$ cat src/rtl/collatz_pkg.sv
//~~~~~~~~~~~~~~~~~~~~~~~~~~~~~~
// collatz search shared types
//~~~~~~~~~~~~~~~~~~~~~~~~~~~~~~

package collatz_pkg;

  // datapath widths
  localparam int value_w = 32;
  localparam int step_w  = 16;
  localparam int count_w = 16;

  // search lanes
  localparam int lanes_n    = 4;
  localparam int lane_idx_w = (lanes_n > 1) ? $clog2(lanes_n) : 1;

  // a collatz value or a start value
  typedef logic [value_w-1:0] value_t;

  // steps taken by one start value
  typedef logic [step_w-1:0] step_t;

  // start values in one run
  typedef logic [count_w-1:0] count_t;

  typedef logic [lane_idx_w-1:0] lane_idx_t;

  // one bit per lane
  typedef logic [lanes_n-1:0] lane_mask_t;

  // finished search of one start value
  typedef struct packed {
    value_t start;
    step_t  steps;
    logic   overflow;
  } collatz_result_t;

  typedef enum logic [1:0] {
    lane_idle,
    lane_run,
    lane_done
  } lane_state_t;

endpackage

$ cat src/rtl/start_dispatcher.sv
//~~~~~~~~~~~~~~~~~~~~~~~~~~~~~~
// start value dispatcher
//~~~~~~~~~~~~~~~~~~~~~~~~~~~~~~

`timescale 1ns/100ps

module start_dispatcher
  import collatz_pkg::*;
(
  input  logic       clk,
  input  logic       reset,
  input  logic       go,
  input  value_t     start_base,
  input  count_t     start_count,
  input  lane_mask_t lane_idle,
  output lane_mask_t load,
  output value_t     load_value,
  output logic       run_start,
  output count_t     run_length
);

  value_t     next_value;
  count_t     remaining;
  logic       dispatching;
  lane_mask_t lowest_idle;

  // still start values left to hand out
  assign dispatching = (remaining != '0);

  // a new run is taken only once the last one is fully handed out
  assign run_start  = go && !dispatching;
  assign run_length = start_count;

  // isolate the lowest set idle bit
  assign lowest_idle = lane_idle & (~lane_idle + lane_mask_t'(1));

  // one lane per cycle at most
  assign load       = dispatching ? lowest_idle : '0;
  assign load_value = next_value;

  always_ff @(posedge clk)
  begin
    if (reset)
    begin
      remaining <= '0;
    end
    else if (run_start)
    begin
      remaining <= start_count;
    end
    else if (|load)
    begin
      remaining <= remaining - 1'b1;
    end
  end

  // next start value to load
  always_ff @(posedge clk)
  begin
    if (run_start)
    begin
      next_value <= start_base;
    end
    else if (|load)
    begin
      next_value <= next_value + 1'b1;
    end
  end

endmodule

$ cat config.mk
export PLATFORM = sky130hd
export DESIGN_NAME = start_dispatcher
export DESIGN_NICKNAME = d
export VERILOG_FILES = /design/src/rtl/collatz_pkg.sv /design/src/rtl/start_dispatcher.sv
export SDC_FILE = /design/constraint.sdc
export NUM_CORES = 1
export LEC_CHECK = 0
export ABC_CLOCK_PERIOD_IN_PS = 2700
export BUFFER_PORTS_ARGS = -buffer_cell sky130_fd_sc_hd__buf_4
export CORE_AREA = 2 2 86 88
export CTS_BUF_LIST = sky130_fd_sc_hd__clkbuf_16
export DETAILED_ROUTE_END_ITERATION = 16
export DIE_AREA = 0 0 88 90
export PLACE_DENSITY_LB_ADDON = 0.12
export SLEW_MARGIN = 20
export SYNTH_ARGS = -nofsm -noshare
export SYNTH_HDL_FRONTEND = slang
export SYNTH_SLANG_ARGS = --single-unit
$ cat constraint.sdc
create_clock -name clk -period 2.7 [get_ports clk]
set_input_delay 0.54 -clock clk [delete_from_list [all_inputs] [get_ports clk]]
set_output_delay 0.54 -clock clk [all_outputs]
set_load 0.02 [all_outputs]
# After elaboration in Yosys (flattened, before gate mapping)
# Cells that the tools add are included.
[op_classes]
n_addsub = 3
n_mux = 5
n_bitwise = 2
n_reduce_logical = 5
[ops]
columns = ["op", "count"]
rows = [
  ["$mux W32", 2],
  ["$add A32 B1 Y32 const B", 1],
  ["$mux W16", 2],
  ["$reduce_bool A16 Y1", 1],
  ["$sub A16 B1 Y16 const B", 1],
  ["$add A4 B1 Y4 const B", 1],
  ["$and A4 B4 Y4", 1],
  ["$mux W4", 1],
  ["$not A4 Y4", 1],
  ["$reduce_or A4 Y1", 1],
  ["$reduce_bool A2 Y1", 1],
  ["$logic_and A1 B1 Y1", 1],
  ["$logic_not A1 Y1", 1],
]
[word_totals]
ff_bits = 48
in_bits = 55
output_inout_bits = 53
elab_cells = 17

# Logic depth before layout (Yosys ltp)
[logic_depth]
word_depth = 7
mapped_depth = 9
mapped_depth_nobuf = 8

# Least setup slack after synthesis
# No wires, ideal clock.
[synth_path]
path_type = "register to register"
start = "reg remaining[0]"
end = "reg remaining[13]"
setup_ps = 95
t_arrival_ps = 2421
required_ps = 2605
path_slack_ps = 183
stages_incl_launch_ff = 9
path_buffers = 1
period_less_slack_ps = 2517
path_cell_list = "dfxtp_1 > inv_1 > ha_1 > or4b_4 > nor4_4 > mux2i_1 > clkinv_2 > buf_6 > a221oi_1"
[synth_via]
elab_chain_len = 4
elab_cells_between_ends = 9
classes_between = "add/sub: 1; mux: 3; reduce/logical: 5"
[synth_lines]
columns = ["item", "line_no", "rtl"]
rows = [
  ["from (decl)", "start_dispatcher.sv:23", "count_t remaining;"],
  ["from (signal assigned)", "start_dispatcher.sv:49", "remaining <= start_count;"],
  ["from (signal assigned)", "start_dispatcher.sv:53", "remaining <= remaining - 1'b1;"],
  ["parallel branches: the longest is 4 deep, another holds $sub A16 B1 Y16", "-", ""],
]
# Parallel ways; which one is timed is not known. The select of a mux whose other input is x is not followed.
# A chain may end at the register's enable or synchronous reset.

# Worst setup path in the final report
[layout_path]
start = "reg remaining[0]"
end = "out run_start"
[layout_via]
elab_chain_len = 3
[layout_lines]
columns = ["item", "line_no", "rtl"]
rows = [
  ["$reduce_bool A16 Y1", "start_dispatcher.sv:28", "assign dispatching = (remaining != '0);"],
  ["$logic_not A1 Y1", "start_dispatcher.sv:31", "assign run_start = go && !dispatching;"],
  ["$logic_and A1 B1 Y1", "start_dispatcher.sv:31", ""],
  ["to (decl)", "start_dispatcher.sv:18", "output logic run_start,"],
]
# Every way passes these cells.

==> impl_metrics.toml <==
[clock_tree]
ctsHtreeMaxLevel = 2
clk_pin_slew_ns = 0.06
cts_max_path_buffers = 2
cts.sinks = 48
clockRootBuffer = "clkbuf_16"
cts_buffers = 5
clock_latency_ns = 0.29
cts_hold_buf = 0
cts_tree = "built"

[power]
ir_drop_mv = 0.772
power_mw = 4.97
leakagePower_nw = 1.63
powerDensity_mw_per_mm2 = 1210

[grt]
antenna_found_initial = 0
grt.met1_usage_pct = 28.0
grtUsageTotal_pct = 20.4
met3_usage_pct = 3.31
grt_max_degree = 53
grt_busiest_layer = "met2"
grt_pass1_wl_um = 13100
grt_pass1_vias = 2806
grt.met2_usage_pct = 33.3
grt_overflow = 0

[logic_synthesis]
synth_edf_count = 32
syn_area_mm2 = 0.00314
async_flop_share_pct = 0
syn_nets = 413
synthDistinctLibCells = 53
yosysSeqAreaShare_pct = 40.7
synth.avg_cell_area_um2 = 8.86
syn_inst = 355
ys_ff_latch = 48
synthFlopType = "edfxtp_1"
ys_warn_count = 0

[critical_path]
crit_buf_inv = 2
critPathMaxFanout = 5
rr_startpoint = "remaining[0]"
crit_arrival_ns = 2.08
crit_start = "remaining[0]"
slowest_stage = "or4b_4"
max_stage_delay_ns = 0.50
path_class = "register to output port"
required_ns = 2.16
start_kind = "register"
cpLargestDelayFamily = "simple AND/OR/NAND/NOR gates"
crit_chain = "inv_1 -> ha_1 -> or4b_4 -> nor4_4 -> and2_2 -> buf_4"
crit_path_end_kind = "output port"

[finish]
num-nets-final = 506
n_antenna_cell = 0
layout_commonest_cell = "buf_4"
finish.utilization_pct = 58.4
area_delta_synth_final_pct = 30.4
layout-drive-gt1-share_pct = 31.2
final_cell_mix = "buf_4 (115), nor2_1 (48), a21oi_1 (43)"
stdcell_area_mm2 = 0.00410

[die]
dieWidth_um = 88
die_area_mm2 = 0.00792
design.portCount = 108
die_h_um = 90
coreArea_mm2 = 0.00702
num_rows = 31
initial_utilization_pct = 44.8

[sta]
fin_crit_sh_pct = 97.1
setup_viol = 0
fmax_mhz = 381
fin_ws_ns = 0.0782
tightest_slew_ns = 0.682
clock_skew_ns = 0.00640
tns_ns = 0
maxSlewHeadroom_pct = 54.5
rsz0062_at_grt = "no"
finalCriticalPeriod_ns = 2.62
slew_viol_final = 0
hold_viol = 0

[routing]
via_per_inst = 5.35
initialDrtViolationCount = 136
drtPass1Iterations = 4
drc = 0
antenna_left = 0
num_vias = 2932
avgRoutedWirePerCell_um = 14.6
routed_wl_um = 7990

[run]
drv_cap = 0

[hold_path]
min-delay-start = "remaining[12]"
worstHoldPathType = "register to register"

[outcome]
status = "finished, final reports clean"

[placement]
place_ws_ns = 0.124
dpl_cell_area_mm2 = 0.00393
dp_hpwl_um = 5870
place.gp.congestion = 0.850
port_buffers = 107
[routing by layer]
metal,part of all wire (%),routed length [um]
met4,0.66,53
met2,49,3880
met3,5.2,416
met1,45,3630
met5,0,0
[worst paths after layout]
kind / end / slack (ns) / depth (start not counted)
worst max register to register: remaining[11] / 0.15 / 9
worst max-delay path: run_start / 0.08 / 6
worst min-delay path: remaining[12] / 0.50 / 2
worst min register to register: remaining[12] / 0.50 / 2
[cells by family (layout without fill, tap and decap cells)]
logic type | Yosys count | count (layout) | synth area share, %
AO/OA/AOI/OAI | 77 | 77 | 13.9
XOR/XNOR | 30 | 30 | 8.36
adder cells (fa/ha/maj) | 3 | 3 | 1.19
buffers and inverters | 40 | 134 | 8.28
flip-flops | 48 | 48 | 40.7
multiplexers | 2 | 2 | 0.637
AND/OR/NAND/NOR | 155 | 155 | 26.9
[sequential cells by signal, summed over array words and instances (netlist names)]
name,flops
load_value,32
remaining,16
[cell type report]
type,instances,area (um^2)
clock buffers,5,125
clock inverters,3,15.0
fillers,633,2920
inverters,8,31.3
multi-input cells,267,1630
flip-flops and latches,48,1280
well taps,99,124
repair buffers,118,897
[worst register-to-register path: cells and delay by family (launching register included)]
family	cells	cell delay (ns)
AOI/OAI and AO/OA	1	0.28
adders and majority gates	1	0.16
buffers and inverters	4	0.58
DFF	1	0.34
muxes	1	0.25
and+or+nand+nor	2	0.84
[where the power goes]
part           internal (mW)  switching, mW  leakage, nW
Clock                  0.337          0.270       0.0687
Combinational           1.19           1.43         1.11
Sequential              1.29          0.448        0.453
[synthesized netlist by cell type (all sizes together), types with 2 or more instances]
cell type,n,area (um^2)
a31oi,4,25.0
o2bb2ai,2,17.5
clkbuf,6,42.5
nor4,11,83.8
edfxtp,32,961
and3,6,37.5
mux2i,2,20.0
inv,7,26.3
and2,8,51.3
xnor2,10,87.6
nand3,17,85.1
nor2,48,180
nand2,19,71.3
buf,25,176
nor3b,6,45.0
xor2,20,175
nand4,11,68.8
or4,5,43.8
dfxtp,16,320
a21oi,43,215
or3,4,25.0
ha,3,37.5
o21ai,18,90.1
nor3,7,35.0
and4,3,26.3
a221oi,4,41.3
[through the flow]
step | hold WS (ns) | cells
2_1_floorplan | 0.451 | 355
3_3_place_gp | 0.476 | 539
3_5_place_dp | 0.485 | 539
4_1_cts | 0.495 | 547
5_1_grt | 0.528 | 548
6_report | 0.498 | 548
[timing repair]
action	in CTS	in global routing
buffers inserted	0	1
pin swaps	1	2
gates resized for setup	2	4
setup endpoints to repair	5	6
(Power assumes the default switching activity.)
