### src/rtl/collatz_pkg.sv
//~~~~~~~~~~~~~~~~~~~~~~~~~~~~~~
// collatz search shared types
//~~~~~~~~~~~~~~~~~~~~~~~~~~~~~~

package collatz_pkg;

  // datapath widths
  localparam int value_w = 32;
  localparam int step_w  = 16;
  localparam int count_w = 16;

  // search lanes
  localparam int lanes_n    = 4;
  localparam int lane_idx_w = (lanes_n > 1) ? $clog2(lanes_n) : 1;

  // a collatz value or a start value
  typedef logic [value_w-1:0] value_t;

  // steps taken by one start value
  typedef logic [step_w-1:0] step_t;

  // start values in one run
  typedef logic [count_w-1:0] count_t;

  typedef logic [lane_idx_w-1:0] lane_idx_t;

  // one bit per lane
  typedef logic [lanes_n-1:0] lane_mask_t;

  // finished search of one start value
  typedef struct packed {
    value_t start;
    step_t  steps;
    logic   overflow;
  } collatz_result_t;

  typedef enum logic [1:0] {
    lane_idle,
    lane_run,
    lane_done
  } lane_state_t;

endpackage

### src/rtl/collatz_lane.sv
//~~~~~~~~~~~~~~~~~~~~~~~~~~~~~~
// collatz search lane
//~~~~~~~~~~~~~~~~~~~~~~~~~~~~~~

`timescale 1ns/100ps

module collatz_lane
  import collatz_pkg::*;
(
  input  logic            clk,
  input  logic            reset,
  input  logic            load,
  input  value_t          load_value,
  input  logic            take,
  output logic            idle,
  output logic            done,
  output collatz_result_t result
);

  lane_state_t state;

  value_t cur_value;
  value_t start_value;
  step_t  step_count;
  logic   overflow;

  // two spare bits hold the carry out of 3n+1
  logic [value_w+1:0] tripled;
  value_t             next_value;
  logic               next_overflow;
  step_t              next_count;

  // one collatz step
  always_comb
  begin
    tripled       = {2'b00, cur_value} + {1'b0, cur_value, 1'b0} + 1'b1;
    next_overflow = 1'b0;
    if (cur_value[0])
    begin
      next_value    = tripled[value_w-1:0];
      next_overflow = |tripled[value_w+1:value_w];
    end
    else
    begin
      next_value = cur_value >> 1;
    end
    next_count = step_count + 1'b1;
  end

  always_ff @(posedge clk)
  begin
    if (reset)
    begin
      state <= lane_idle;
    end
    else
    begin
      case (state)
        lane_idle:
        begin
          if (load)
          begin
            state <= lane_run;
          end
        end
        lane_run:
        begin
          // stopping time reached, or the value no longer fits
          if (next_overflow || (next_value < start_value))
          begin
            state <= lane_done;
          end
        end
        lane_done:
        begin
          if (take)
          begin
            state <= lane_idle;
          end
        end
        default:
        begin
          state <= lane_idle;
        end
      endcase
    end
  end

  // value, start and step counter
  always_ff @(posedge clk)
  begin
    if ((state == lane_idle) && load)
    begin
      cur_value   <= load_value;
      start_value <= load_value;
      step_count  <= '0;
      overflow    <= 1'b0;
    end
    else if (state == lane_run)
    begin
      cur_value  <= next_value;
      step_count <= next_count;
      overflow   <= next_overflow;
    end
  end

  assign idle = (state == lane_idle);
  assign done = (state == lane_done);

  // held stable while in done
  assign result = '{start: start_value, steps: step_count, overflow: overflow};

endmodule

### config.mk
export PLATFORM = sky130hd
export DESIGN_NAME = collatz_lane
export DESIGN_NICKNAME = d
export VERILOG_FILES = /design/src/rtl/collatz_pkg.sv /design/src/rtl/collatz_lane.sv
export SDC_FILE = /design/constraint.sdc
export NUM_CORES = 1
export LEC_CHECK = 0
export ABC_AREA = 1
export ABC_CLOCK_PERIOD_IN_PS = 10400
export BUFFER_PORTS_ARGS = -buffer_cell sky130_fd_sc_hd__buf_2
export CAP_MARGIN = 0
export CORE_MARGIN = 2
export CORE_UTILIZATION = 60
export CTS_CLUSTER_DIAMETER = 200
export DETAILED_ROUTE_END_ITERATION = 8
export GPL_ROUTABILITY_DRIVEN = 0
export PLACE_DENSITY = 0.82
export SYNTH_ARGS = -nofsm -noshare
export SYNTH_HDL_FRONTEND = slang
export SYNTH_SLANG_ARGS = --single-unit
### constraint.sdc
create_clock -name clk -period 10.4 [get_ports clk]
set_input_delay 1.56 -clock clk [delete_from_list [all_inputs] [get_ports clk]]
set_output_delay 1.56 -clock clk [all_outputs]
set_load 0.005 [all_outputs]
# [After elaboration in Yosys (flattened, before gate mapping)]
# Cells that the tools add are included.
[totals] out_inout_bits=51 input_bits=36 wordCells=28 regBits=83
[classes] n_addsub=3 eq_ne=5 order_cmp=1 reduce_logical=6 muxes=8
[op_table] operator="$mux 32" n=3
[op_table] operator="$add 32x33->34" n=1
[op_table] operator="$add 34x1->34 const B" n=1
[op_table] operator="$lt 32x32->1" n=1
[op_table] operator="$add 16x1->16 const B" n=1
[op_table] operator="$mux 2" n=3
[op_table] operator="$ne 2x2->1 const B" n=3
[op_table] operator="$pmux 2 s3" n=1
[op_table] operator="$reduce_and 3->1" n=1
[op_table] operator="$eq 2x1->1 const B" n=1
[op_table] operator="$eq 2x2->1 const B" n=1
[op_table] operator="$logic_not 2->1" n=1
[op_table] operator="$reduce_bool 2->1" n=1
[op_table] operator="$reduce_or 2->1" n=1
[op_table] operator="$logic_and 1x1->1" n=1
[op_table] operator="$logic_or 1x1->1" n=1
[op_table] operator="$mux 1" n=1

# [Depth between registers and ports, before layout]
[logic_depth] ltp_word=7 mapped_depth=27 mapped_depth_nobuf=27

# [Worst setup path after synthesis]
# OpenSTA, ideal clock, no wires.
[synth_path] kind="flip-flop to flip-flop" from="register cur_value[0]" to="register state[1]" path_slack_ps=6982 setup_ps=118 n_path_buf=2 path_stages_with_launch=25 t_required_ps=10282 arrival_ps=3300 synth_period_minus_slack_ps=3418 cell_sequence="edfxtp_1 -> inv_1 -> clkbuf_1 -> buf_2 -> ha_1 -> nor2_1 -> nand2_1 -> nor2_1 -> nand2_1 -> nand3_2 -> a21oi_2 -> or2_1 -> nand3_1 -> nand3_1 -> and2_1 -> ha_1 -> nand2_1 -> nor2_1 -> nand4_1 -> nor4_1 -> nand2_1 -> a21oi_1 -> nand2_1 -> nand2_1 -> a21oi_2"
[synth_between] elab_chain_len=7 word_cells_on_any_way=9 cone_classes="add/sub: 2; order compare: 1; eq/ne: 1; mux: 2; reduce/logical: 3"
[synth_lines] item="from (decl)" line_no="collatz_lane.sv:22" rtl="value_t cur_value;"
[synth_lines] item="from (signal assigned)" line_no="collatz_lane.sv:94" rtl="cur_value <= load_value;"
[synth_lines] item="from (signal assigned)" line_no="collatz_lane.sv:101" rtl="cur_value <= next_value;"
[synth_lines] item="$add 32x33->34" line_no="collatz_lane.sv:36" rtl="tripled = {2'b00, cur_value} + {1'b0, cur_value, 1'b0} + 1'b1;"
[synth_lines] item="$add 34x1->34" line_no="collatz_lane.sv:36"
[synth_lines] item="$mux 32 / $reduce_or 2->1 (equally long branches)" line_no="collatz_lane.sv:38, collatz_lane.sv:41"
[synth_lines] item="$lt 32x32->1 / $mux 1 (equally long branches)" line_no="collatz_lane.sv:69, collatz_lane.sv:38"
[synth_lines] item="$logic_or 1x1->1 *" line_no="collatz_lane.sv:69" rtl="if (next_overflow || (next_value < start_value))"
[synth_lines] item="$ne 2x2->1 (no source line) *"
[synth_lines] item="$reduce_and 3->1 (no source line) *"
[synth_lines] item="to (signal assigned)" line_no="collatz_lane.sv:71" rtl="state <= lane_done;"
[synth_lines] item="to (signal assigned)" line_no="collatz_lane.sv:78" rtl="state <= lane_idle;"
[synth_lines] item="to (signal assigned)" line_no="collatz_lane.sv:83" rtl="state <= lane_idle;"
[synth_lines] item="to (decl)" line_no="collatz_lane.sv:20" rtl="lane_state_t state;"
# Mark *: on every way between the ends. The rest lies on a longest branch, timed or not.
# A chain may end at the register's enable or synchronous reset.

# [Worst setup path after layout]
# Ends and elaborated chain as after synthesis.

==> impl_results.md <==
- Run status: finished clean
- Die width: around 110 um
- Vias per cell: 5.41
- DR pass1 iterations: 5
- Setup TNS: 0 ps
- CP peak stage delay: slightly below 900 ps
- Min-delay worst type: reg -> reg
- First-pass GRT wire length: ~26000 um
- Sequential element share of the synthesized area: 0.348
- Share of cells above drive strength 1: 0.152
- Vias: 6135
- Synth Area in Adders: 0.130
- Vias in the first global route: 5612
- Reg-to-reg endpoint: state[1]
- Setup violators final: 0
- Synth area leaders: edfxtp_1 29%, nand2_1 16%, ha_1 13%
- Die Ht: 109 um
- Most used cell, CP: nand2_1
- Starting Density: 0.612
- Clock buffer depth: 2
- RSZ-0062 raised after global routing: no
- Clock Latency Late Sink: roughly 370 ps
- Largest family of logic cells by synthesized area: simple AND/OR/NAND/NOR gates
- Critical-path maximum fanout: 38
- Cell count after synthesis: about 910
- Worst Hold End: overflow
- Worst min-delay path startpoint: overflow
- Filler cells: 917
- Net Count, Synth: between 1000 and 1500
- CTS tree: built
- Worst slack at placement: about 6100 ps
- Setup bufs post-CTS: 0
- Final worst-path cycle share: 0.419
- Worst setup path category: reg -> reg
- CP Capture Type: register
- Main synth FF type: edfxtp_1
- Cell Chain, Critical Path: buf_4 > inv_1 > ha_1 > nor2_1 > nand2_1 > nor2_1 > nand2_1 > nand3_2 > a21oi_2 > or2_1 > nand3_1 > nand3_1 > and2_1 > ha_1 > nand2_1 > nor2_1 > nand4_1 > nor4_1 > nand2_1 > a21oi_1 > nand2_1 > nand2_1 > a21oi_2
- Reg-to-reg startpoint: cur_value[0]
- Buf/Inv on CP: 2
- Post-synthesis mux area share: 0
- CP top delay family: simple AND/OR/NAND/NOR gates
- Largest net degree at the start of global routing: 52
- Top cells by count, synth: 286 x nand2_1, 124 x inv_1, 67 x ha_1, 64 x edfxtp_1, 61 x nor2_1
- Max_slew headroom: 0.228
- Post-CTS sizing: 0
- Final Worst Setup Slack: ~6000 ps
- Wirelength per Cell: approximately 14 um
- Register area: about 0.0023 mm2
- Crit path DAT: about 4600 ps
- FF-to-FF path depth: 23
- Final Net Count: about 1100
- IO Count: 87
- Ant diodes: 0
- Hold Vio Cnt, Final: 0
- CP startpoint kind: register
- Async S/R FF share, synth: 0
- Slew Limit Fails: 0
- Hold Path Depth: 2
- Reg-to-reg slack, setup: about 6000 ps
- Antenna violations before repair: 0
- Multi-input gate area: about 0.0037 mm2
- Core area: ~0.011 mm2
- DRT antenna net count: 0
- Root Buffer: clkbuf_8
- Max cap viols: 0
- Netlist cell types: 43
- Mapped Area: 0.00661 mm2
- Avg Cell Area, Syn: around 7.3 um2
- Post-Synth Simple-Gate Area: 0.291
- Final min period: between 4000 and 5000 ps
- Syn. warnings: 0
- Synth top area share: 0.291
- Clock Skew: ~14 ps
- XOR/XNOR Fraction of Synth Area: 0.0305
- DRT iter0 DRCs: 421
- Flop and latch count out of synthesis: 83
- Worst Tran Pin Value: between 1000 and 1500 ps
- CTS Hold Bufs: 0
- Most frequent cell after synthesis: nand2_1
- Total grt overflow: 0
- WL final: ~16000 um
- IO Port Bufs: 86
- GR Util All Layers: 0.276
- Number of flops mapped to enable cells by yosys: 64
- Max Freq: roughly 230 MHz
- # clock sinks: 83
- Largest area contributor in the netlist: edfxtp_1
- Crit. Startpoint: cur_value[0]
- Synth Area in Compound Gates: 0.113
- CP max-delay cell: inv_1
- CP required: around 11000 ps
- Drt drc: 0
- CTS buffer count: 9
- Synthesis-to-finish area growth: 11.3%
- HPWL after DPL: roughly 12000 um
- H-Tree Depth: 3
- Row count: 38
- Clock-pin slew on the worst setup and hold paths: around 100 ps
- Die area: around 0.012 mm2
registers in the layout, indices dropped and copies added, names as in the netlist:
name and count:
cur_value 32, overflow 1, start_value 32, state 2
step_count 16
cell type report:
| class | instances | area share |
|---|---|---|
| Clock buffer | 9 | 0.0168 |
| Clock inverter | 7 | 0.00816 |
| Timing Repair Buffer | 90 | 0.0626 |
| Multi-Input combinational cell | 671 | 0.507 |
| Inverter | 134 | 0.0684 |
| Sequential cell | 83 | 0.313 |
| Tap cell | 140 | 0.0238 |
metrics by stage:
step	cells	cell area (um2)	hold WS, ps	util
CTS	1134	7360	518	0.682
global route	1134	7360	557	0.682
detailed placement	1118	7170	497	0.665
finish	1134	7360	513	0.682
floorplan	905	6610	457	-
global placement	1118	7170	479	0.665
tightest hold or removal path: cells and delay by family, from the launching register on:
kind               cells  cell delay (ps)
AOI/OAI and AO/OA      1               70
and+or+nand+nor        1               70
DFF                    1              340
how the worst max path moves through the flow:
stage                          end  slack, ps  depth (start not counted)
after floorplan           state[1]       6980                         24
after global placement    state[1]       6250                         23
after detailed placement  state[1]       6120                         23
after CTS                 state[1]       6060                         23
after global routing      state[1]       5500                         23
final                     state[1]       6040                         23
metal layers:
layer  routed length (um)  GRT usage  share of wire
met5                    0          0              0
met3                 1160     0.0556          0.074
met4                  375     0.0897          0.024
met1                 7100      0.381           0.46
met2                 6930      0.434           0.45
cell usage in the layout (no fill, tap or decap), types with 13 or more instances in the layout:
cell / Yosys / routed
nand2_1: 286 / 286
inv_1: 124 / 123
buf_2: 5 / 86
ha_1: 67 / 67
edfxtp_1: 64 / 64
nor2_1: 61 / 61
a21oi_1: 57 / 57
nand3_1: 44 / 44
o21ai_0: 29 / 29
dfxtp_1: 19 / 19
xnor2_1: 13 / 13
cell families after synthesis:
| family | after synthesis |
|---|---|
| xor gates and xnor gates | 23 |
| AOI/OAI and AO/OA | 129 |
| and+or+nand+nor | 451 |
| DFF | 83 |
| buffers and inverters | 151 |
| adders and majority gates | 68 |
Power is not shown: default switching activity piles up to over one toggle a cycle in this logic, so the estimate is an artifact.
